### config.mk
export PLATFORM = sky130hd
export DESIGN_NAME = rp_analog_top
export DESIGN_NICKNAME = d
export VERILOG_FILES = /design/src/dsp_pkg.sv /design/src/periph_pkg.sv /design/src/linear_calib.sv /design/src/adc_frontend.sv /design/src/dac_backend.sv /design/src/pdm_modulator.sv /design/src/edge_debounce.sv /design/src/rp_analog_top.sv
export SDC_FILE = /design/constraint.sdc
export NUM_CORES = 2
export LEC_CHECK = 0
export BUFFER_PORTS_ARGS = -buffer_cell sky130_fd_sc_hd__buf_2
export CAP_MARGIN = 20
export CORE_MARGIN = 5
export CORE_UTILIZATION = 30
export CTS_CLUSTER_DIAMETER = 200
export DETAILED_ROUTE_END_ITERATION = 12
export GPL_TIMING_DRIVEN = 0
export MAX_ROUTING_LAYER = met4
export PLACE_DENSITY_LB_ADDON = 0.1
export REMOVE_ABC_BUFFERS = 1
export SLEW_MARGIN = 0
export SYNTH_ARGS = -nofsm -noshare
export SYNTH_HDL_FRONTEND = slang
export SYNTH_SLANG_ARGS = --single-unit
### constraint.sdc
create_clock -name adc_clk -period 8.05 [get_ports adc_clk]
set_input_delay 0.4025 -clock adc_clk [delete_from_list [all_inputs] [get_ports adc_clk]]
set_output_delay 0.4025 -clock adc_clk [all_outputs]
set_load 0.01 [all_outputs]
### src/dsp_pkg.sv
package dsp_pkg;

  // analog sample, signed two's complement
  typedef logic signed [13:0] sample_t;

  // raw ADC pin word, bits [1:0] reserved
  typedef logic [15:0] adc_raw_t;

  // calibration gain and offset
  typedef logic signed [15:0] cal_mul_t;
  typedef logic signed [13:0] cal_sum_t;

  // unity gain and matching post-multiply shift
  localparam int unsigned cal_unity = 16384;
  localparam int unsigned cal_shift = 14;

  // saturation limits of the sample range
  localparam sample_t sample_max = 14'sd8191;
  localparam sample_t sample_min = sample_t'(-8192);

  // DAC code, unsigned offset binary with inverted slope
  typedef logic [13:0] dac_code_t;

  // DAC bus interleaves exactly two channels
  localparam int unsigned num_dac_ch = 2;

  // sign bit kept, magnitude bits inverted
  function automatic dac_code_t dac_code(sample_t s);
    return {s[13], ~s[12:0]};
  endfunction

endpackage

### src/periph_pkg.sv
package periph_pkg;

  // PDM output level, 0 to 255 high cycles per 256
  typedef logic [7:0] pdm_lvl_t;

  // debounce settle counter
  typedef logic [19:0] db_cnt_t;

  // debounce FSM states
  typedef enum logic {
    // accepted level matches input
    DB_STABLE,
    // input differs, counting
    DB_SETTLE
  } db_state_e;

endpackage

### src/linear_calib.sv
`timescale 1ns/1ns

module linear_calib (
  input  logic              adc_clk,
  input  logic              top_rst,
  input  dsp_pkg::sample_t  sample_i,
  input  dsp_pkg::cal_mul_t mul_i,
  input  dsp_pkg::cal_sum_t sum_i,
  output dsp_pkg::sample_t  sample_o
);

  // full product width 14 x 16
  logic signed [29:0] prod_d;
  logic signed [29:0] prod_q;
  // product scaled back by the unity gain
  logic signed [29:0] prod_sh;
  // offset sum with headroom for overflow
  logic signed [16:0] sum_d;
  dsp_pkg::sample_t   sat_d;

  // stage 1 multiply
  assign prod_d = sample_i * mul_i;

  always_ff @(posedge adc_clk, posedge top_rst) begin
    if (top_rst) begin
      prod_q <= '0;
    end else begin
      prod_q <= prod_d;
    end
  end

  // stage 2 shift, offset, clamp
  assign prod_sh = prod_q >>> dsp_pkg::cal_shift;
  assign sum_d   = 17'(prod_sh) + 17'(sum_i);

  always_comb begin
    if (sum_d > dsp_pkg::sample_max) begin
      sat_d = dsp_pkg::sample_max;
    end else if (sum_d < dsp_pkg::sample_min) begin
      sat_d = dsp_pkg::sample_min;
    end else begin
      sat_d = sum_d[13:0];
    end
  end

  always_ff @(posedge adc_clk, posedge top_rst) begin
    if (top_rst) begin
      sample_o <= '0;
    end else begin
      sample_o <= sat_d;
    end
  end

endmodule

### src/adc_frontend.sv
`timescale 1ns/1ns

module adc_frontend #(
  parameter int unsigned num_adc_ch = 2
) (
  input  logic                                adc_clk,
  input  logic                                top_rst,
  input  dsp_pkg::adc_raw_t [num_adc_ch-1:0]  adc_dat_i,
  input  dsp_pkg::sample_t  [num_adc_ch-1:0]  loop_dat_i,
  input  logic                                digital_loop_i,
  output dsp_pkg::sample_t  [num_adc_ch-1:0]  adc_dat_o
);

  for (genvar i = 0; i < num_adc_ch; i++) begin : g_ch

    // registered, format-converted ADC word
    dsp_pkg::sample_t raw_q;

    // input register right at the pins
    // drop two reserved bits, keep sign, flip the rest
    always_ff @(posedge adc_clk, posedge top_rst) begin
      if (top_rst) begin
        raw_q <= '0;
      end else begin
        raw_q <= {adc_dat_i[i][15], ~adc_dat_i[i][14:2]};
      end
    end

    // digital loopback mux
    // loop sample comes straight from DAC calibration
    assign adc_dat_o[i] = digital_loop_i ? loop_dat_i[i] : raw_q;

  end

endmodule

### src/dac_backend.sv
`timescale 1ns/1ns

module dac_backend (
  input  logic                                        adc_clk,
  input  logic                                        top_rst,
  input  dsp_pkg::sample_t [dsp_pkg::num_dac_ch-1:0]  dac_dat_i,
  output dsp_pkg::dac_code_t                          dac_dat_o,
  output logic                                        dac_sel_o,
  output logic                                        dac_rst_o
);

  // per channel DAC codes
  dsp_pkg::dac_code_t [dsp_pkg::num_dac_ch-1:0] code;
  // first stage of DAC reset
  logic rst_q;

  for (genvar i = 0; i < dsp_pkg::num_dac_ch; i++) begin : g_code
    // inverted slope, offset binary
    assign code[i] = dsp_pkg::dac_code(dac_dat_i[i]);
  end

  // channel interleave
  // sel rising carries ch0, sel falling carries ch1
  always_ff @(posedge adc_clk, posedge top_rst) begin
    if (top_rst) begin
      dac_sel_o <= 1'b0;
      dac_dat_o <= dsp_pkg::dac_code('0);
    end else begin
      dac_sel_o <= ~dac_sel_o;
      dac_dat_o <= dac_sel_o ? code[1] : code[0];
    end
  end

  // DAC reset held one edge past top reset
  always_ff @(posedge adc_clk, posedge top_rst) begin
    if (top_rst) begin
      rst_q     <= 1'b1;
      dac_rst_o <= 1'b1;
    end else begin
      rst_q     <= 1'b0;
      dac_rst_o <= rst_q;
    end
  end

endmodule

### src/pdm_modulator.sv
`timescale 1ns/1ns

module pdm_modulator #(
  parameter int unsigned pdm_ch = 4
) (
  input  logic                             adc_clk,
  input  logic                             top_rst,
  input  periph_pkg::pdm_lvl_t [pdm_ch-1:0] lvl_i,
  output logic                 [pdm_ch-1:0] pdm_o
);

  // level width
  localparam int unsigned lw = $bits(periph_pkg::pdm_lvl_t);

  for (genvar i = 0; i < pdm_ch; i++) begin : g_ch

    periph_pkg::pdm_lvl_t acc_q;
    // accumulator plus carry
    logic [lw:0] sum;
    logic        pdm_q;

    assign sum = {1'b0, acc_q} + {1'b0, lvl_i[i]};

    // first order sigma-delta, carry is the pulse
    always_ff @(posedge adc_clk, posedge top_rst) begin
      if (top_rst) begin
        acc_q <= '0;
        pdm_q <= 1'b0;
      end else begin
        acc_q <= sum[lw-1:0];
        pdm_q <= sum[lw];
      end
    end

    assign pdm_o[i] = pdm_q;

  end

endmodule

### src/edge_debounce.sv
`timescale 1ns/1ns

module edge_debounce #(
  parameter int unsigned debounce_len = 62500
) (
  input  logic adc_clk,
  input  logic top_rst,
  input  logic d_i,
  output logic pos_o,
  output logic neg_o
);

  // last count before a new level is accepted
  localparam periph_pkg::db_cnt_t cnt_last = periph_pkg::db_cnt_t'(debounce_len - 1);

  logic [1:0]            sync_q;
  logic                  lvl_q;
  logic                  diff;
  periph_pkg::db_state_e state_q;
  periph_pkg::db_cnt_t   cnt_q;

  // two flop synchronizer
  always_ff @(posedge adc_clk, posedge top_rst) begin
    if (top_rst) begin
      sync_q <= '0;
    end else begin
      sync_q <= {sync_q[0], d_i};
    end
  end

  // input disagrees with accepted level
  assign diff = sync_q[1] ^ lvl_q;

  always_ff @(posedge adc_clk, posedge top_rst) begin
    if (top_rst) begin
      state_q <= periph_pkg::DB_STABLE;
      cnt_q   <= '0;
      lvl_q   <= 1'b0;
      pos_o   <= 1'b0;
      neg_o   <= 1'b0;
    end else begin
      // pulses last one cycle
      pos_o <= 1'b0;
      neg_o <= 1'b0;
      case (state_q)
        periph_pkg::DB_STABLE: begin
          // first differing cycle counts as one
          if (diff) begin
            state_q <= periph_pkg::DB_SETTLE;
            cnt_q   <= periph_pkg::db_cnt_t'(1);
          end
        end
        periph_pkg::DB_SETTLE: begin
          if (!diff) begin
            // glitch, drop it
            state_q <= periph_pkg::DB_STABLE;
          end else if (cnt_q == cnt_last) begin
            // level confirmed
            state_q <= periph_pkg::DB_STABLE;
            lvl_q   <= sync_q[1];
            pos_o   <= sync_q[1];
            neg_o   <= ~sync_q[1];
          end else begin
            cnt_q <= cnt_q + 1'b1;
          end
        end
        default: state_q <= periph_pkg::DB_STABLE;
      endcase
    end
  end

endmodule

### src/rp_analog_top.sv
`timescale 1ns/1ns

module rp_analog_top #(
  parameter int unsigned num_adc_ch   = 2,
  parameter int unsigned pdm_ch       = 4,
  parameter int unsigned debounce_len = 62500
) (
  input  logic                                         adc_clk,
  input  logic                                         top_rst,
  // ADC pins and loopback
  input  dsp_pkg::adc_raw_t  [num_adc_ch-1:0]          adc_dat_i,
  input  logic                                         digital_loop_i,
  // calibration
  input  dsp_pkg::cal_mul_t  [num_adc_ch-1:0]          adc_cfg_mul_i,
  input  dsp_pkg::cal_sum_t  [num_adc_ch-1:0]          adc_cfg_sum_i,
  input  dsp_pkg::cal_mul_t  [dsp_pkg::num_dac_ch-1:0] dac_cfg_mul_i,
  input  dsp_pkg::cal_sum_t  [dsp_pkg::num_dac_ch-1:0] dac_cfg_sum_i,
  // generator samples
  input  dsp_pkg::sample_t   [dsp_pkg::num_dac_ch-1:0] gen_dat_i,
  // PDM levels and trigger pin
  input  periph_pkg::pdm_lvl_t [pdm_ch-1:0]            pdm_lvl_i,
  input  logic                                         exp_trg_i,
  // acquisition samples
  output dsp_pkg::sample_t   [num_adc_ch-1:0]          osc_dat_o,
  // DAC bus
  output dsp_pkg::dac_code_t                           dac_dat_o,
  output logic                                         dac_sel_o,
  output logic                                         dac_rst_o,
  // PDM and triggers
  output logic               [pdm_ch-1:0]              dac_pwm_o,
  output logic                                         trg_pos_o,
  output logic                                         trg_neg_o
);

  // calibrated generator samples, also the loopback source
  dsp_pkg::sample_t [dsp_pkg::num_dac_ch-1:0] dac_cal;
  // ADC or loopback stream before calibration
  dsp_pkg::sample_t [num_adc_ch-1:0]          adc_sel;

  ////////////////////////////////////////////////////////////////////////////
  // DAC path
  ////////////////////////////////////////////////////////////////////////////

  for (genvar i = 0; i < dsp_pkg::num_dac_ch; i++) begin : g_dac
    linear_calib u_dac_calib (
      .adc_clk  (adc_clk),
      .top_rst  (top_rst),
      .sample_i (gen_dat_i[i]),
      .mul_i    (dac_cfg_mul_i[i]),
      .sum_i    (dac_cfg_sum_i[i]),
      .sample_o (dac_cal[i])
    );
  end

  dac_backend u_dac (
    .adc_clk   (adc_clk),
    .top_rst   (top_rst),
    .dac_dat_i (dac_cal),
    .dac_dat_o (dac_dat_o),
    .dac_sel_o (dac_sel_o),
    .dac_rst_o (dac_rst_o)
  );

  ////////////////////////////////////////////////////////////////////////////
  // ADC path
  ////////////////////////////////////////////////////////////////////////////

  adc_frontend #(
    .num_adc_ch (num_adc_ch)
  ) u_adc (
    .adc_clk        (adc_clk),
    .top_rst        (top_rst),
    .adc_dat_i      (adc_dat_i),
    .loop_dat_i     (dac_cal),
    .digital_loop_i (digital_loop_i),
    .adc_dat_o      (adc_sel)
  );

  for (genvar i = 0; i < num_adc_ch; i++) begin : g_adc
    linear_calib u_adc_calib (
      .adc_clk  (adc_clk),
      .top_rst  (top_rst),
      .sample_i (adc_sel[i]),
      .mul_i    (adc_cfg_mul_i[i]),
      .sum_i    (adc_cfg_sum_i[i]),
      .sample_o (osc_dat_o[i])
    );
  end

  ////////////////////////////////////////////////////////////////////////////
  // PDM outputs and trigger
  ////////////////////////////////////////////////////////////////////////////

  pdm_modulator #(
    .pdm_ch (pdm_ch)
  ) u_pdm (
    .adc_clk (adc_clk),
    .top_rst (top_rst),
    .lvl_i   (pdm_lvl_i),
    .pdm_o   (dac_pwm_o)
  );

  // expansion pin trigger edges
  edge_debounce #(
    .debounce_len (debounce_len)
  ) u_trg (
    .adc_clk (adc_clk),
    .top_rst (top_rst),
    .d_i     (exp_trg_i),
    .pos_o   (trg_pos_o),
    .neg_o   (trg_neg_o)
  );

endmodule

==> metrics.yaml <==
status: "finished clean"
synth_edf_count: 0
synth_flop_cell: "dfrtp_1"
synth.yosys.seq_area_share_pct: 13.2
grt.overflow.total: 0
post_drt_wl_per_cell_um: 17.5
ys_ff_latch: 227
r2r_start: "g_dac[1].u_dac_calib.sample_o[3]"
die_area_mm2: 0.151
relSlewSlack_pct: 32.2
grt_pass1_wl_mm: 186
cts_tree: "yes"
finalNetCount: 6139
multi_input_area_mm2: 0.0329
cp_slowest_cell: "fa_1"
rsz0062_at_grt: "false"
antenna_left: 0
wl_mm: 115
start_util_pct: 30.1
period_needed_ns: 7.07
die_w_um: 389
cp_cell_sequence: "mux2i_2 > buf_8 > nand2b_1 > fa_1 > fa_1 > inv_1 > fa_1 > fa_1 > fa_1 > inv_1 > fa_1 > inv_1 > ha_1 > a21o_1 > a211o_1 > o21ai_2 > a21oi_2 > or3_4 > a21oi_2 > xnor2_1"
avgSynthCellArea_um2: 9.62
cp.arrival_ns: 7.57
worstSetupPathType: "reg2reg"
hp-class: "in2reg"
vias: 29100
grt_pass1_vias: 32300
syn_inst: 4486
std_cell_rows: 139
tightest_slew_ns: 0.992
antenna_found_initial: 7
drcViolationCount: 0
place.gp.congestion: 0.762
final_cell_mix: "inv_1, fa_1, nand2_1, ha_1, and2_1"
crit_start: "g_dac[1].u_dac_calib.sample_o[3]"
area_delta_synth_final_pct: 10.8
cp.depth: 20
syn_area_mm2: 0.0431
root_buffer: "clkbuf_16"
cap_viol_max_count: 0
finalHoldViolCount: 0
finalCritPeriodShare_pct: 87.9
endpoint: "g_adc[1].u_adc_calib.prod_q[28]"
grt_max_degree: 106
fmax_mhz: 141
drv_slew: 0
seqCellArea_mm2: 0.00570
drive_gt1_share_pct: 8.69
drt-initial-drc-count: 931
yosys_warnings: 0
cts_buffers: 29
cp_common_cell: "fa_1"
cts-htree-levels: 1
start_kind: "flip-flop"
path_clk_slew_ns: 0.06
ios: 266
clkLatencyLatePin_ns: 0.59
required_ns: 8.55
synth-async-reset-ratio_pct: 100
cpPeakStageDelay_ns: 0.81
grt_usage_pct: 16.0
clock_path_buffers: 3
r2r_end: "g_adc[1].u_adc_calib.prod_q[28]"
reg2reg_depth: 20
crit_buf_inv: 4
fillers: 15100
drt_first_pass_iters: 5
end_kind: "flip-flop"
cp_max_fo: 9
ys_types: 85
hold_ws_ns: 0.0534
setup_viol: 0
vias_per_cell: 4.41
final_common_cell: "inv_1"
fin_worst_skew_ns: 0.0262
core_area_mm2: 0.143
r2r_slack_ns: 0.98
cp_top_family: "adder cells"
clock-sinks: 227
port-buffer-count: 261
hpwl_mm: 93.6
die_y_um: 389
postCtsSetupBuffers: 0
==> worst register-to-register path, cell delays in order (launching register included) <==
cell	delay, ns
dfrtp_1	0.44
mux2i_2	0.65
buf_8	0.24
nand2b_1	0.18
fa_1	0.48
fa_1	0.81
inv_1	0.25
fa_1	0.51
fa_1	0.50
fa_1	0.55
inv_1	0.08
fa_1	0.50
inv_1	0.04
ha_1	0.32
a21o_1	0.21
a211o_1	0.27
o21ai_2	0.19
a21oi_2	0.11
or3_4	0.39
a21oi_2	0.15
xnor2_1	0.12
==> registers in the layout, indices dropped and copies added (netlist names), 2 cells and up <==
signal / flops
g_adc.u_adc_calib.sample_o: 28
u_dac.dac_dat_o: 14
u_adc.g_ch.raw_q: 28
g_adc.u_adc_calib.prod_q: 32
g_dac.u_dac_calib.sample_o: 28
u_trg.sync_q: 2
u_trg.cnt_q: 20
u_pdm.g_ch.acc_q: 32
g_dac.u_dac_calib.prod_q: 32
u_pdm.g_ch.pdm_q: 4
==> routing by layer <==
metal	GRT usage, %	vias to the layer above	routed length (um)
met1	23.3	14900	58900
li1	-	13800	-
met3	1.54	66	3320
met4	1.79	0	1370
met2	25.0	376	51700
met5	-	-	0
==> cell usage after synthesis, types with 10 or more instances <==
cell	instances	area, um^2
nand4_1	14	87.6
dfstp_2	15	394
nor2_1	125	469
or2_2	12	75.1
xor2_1	73	639
a21o_1	70	526
nor2b_1	123	769
a21oi_1	108	541
and2_1	291	1820
mux2i_1	23	230
o21bai_1	18	135
nand3_1	28	140
inv_1	1078	4050
o21ai_0	97	485
a211oi_1	13	97.6
nand2b_1	41	257
dfrtp_1	212	5310
mux2_2	19	214
fa_1	880	17600
a31oi_1	10	62.6
ha_1	369	4620
clkbuf_1	126	473
xnor2_1	115	1010
nor3_1	17	85.1
o21a_1	19	143
nand2_1	445	1670
==> timing repair <==
| item | in CTS | in global routing |
|---|---|---|
| gates resized for setup | 0 | 0 |
| hold endpoints to repair | 48 | 0 |
| hold buffers | 25 | 0 |
| setup endpoints to repair | 0 | 0 |
==> final cells by class <==
cell class / count / area share (%)
Clock inverter: 10 / 0.283
Multi-Input combinational cell: 3040 / 68.8
Antenna cell: 3 / 0.0157
Inverter: 1078 / 8.48
Clock buffer: 44 / 1.82
Sequential cell: 227 / 11.9
Tap cell: 1903 / 4.98
Timing Repair Buffer: 298 / 3.66
==> metrics by stage <==
stage | area, um^2 | setup TNS [ns] | cells | util [%] | worst slack [ns]
3_5_place_dp | 46500 | -0.0854 | 6520 | 32.5 | -0.0854
2_1_floorplan | 42600 | 0 | 4345 | - | 1.45
5_1_grt | 47800 | 0 | 6601 | 33.3 | 0.668
3_3_place_gp | 46300 | -482.78 | 6509 | 32.3 | -2.30
4_1_cts | 47800 | 0 | 6599 | 33.3 | 0.545
6_report | 47800 | 0 | 6603 | 33.3 | 0.977
==> cells by family (layout without fill, tap and decap cells) <==
kind of cell / after synthesis / after routing / synth area share (%)
AO/OA/AOI/OAI: 424 / 424 / 6.46
XOR/XNOR: 188 / 188 / 3.82
adder cells (fa/ha/maj): 1249 / 1249 / 51.5
buffers and inverters: 1219 / 1430 / 10.7
flip-flops: 227 / 227 / 13.2
multiplexers: 45 / 45 / 1.15
other: 1 / 4 / 0.00869
AND/OR/NAND/NOR: 1133 / 1133 / 13.1
==> worst min path at each step <==
stage / slack (ns) / to / cells after the start / start
finish: 0.05 / u_adc.g_ch[0].raw_q[7] / 2 / adc_dat_i[9]
global route: 0.008 / u_adc.g_ch[0].raw_q[7] / 2 / adc_dat_i[9]
CTS: 0.002 / u_adc.g_ch[0].raw_q[7] / 2 / adc_dat_i[9]
detailed placement: 0.34 / u_trg.sync_q[1] / 0 / u_trg.sync_q[0]
global placement: 0.34 / u_trg.sync_q[1] / 0 / u_trg.sync_q[0]
floorplan: 0.33 / u_trg.sync_q[1] / 0 / u_trg.sync_q[0]
Power is not shown: default switching activity piles up to over one toggle a cycle in this logic, so the estimate is an artifact.
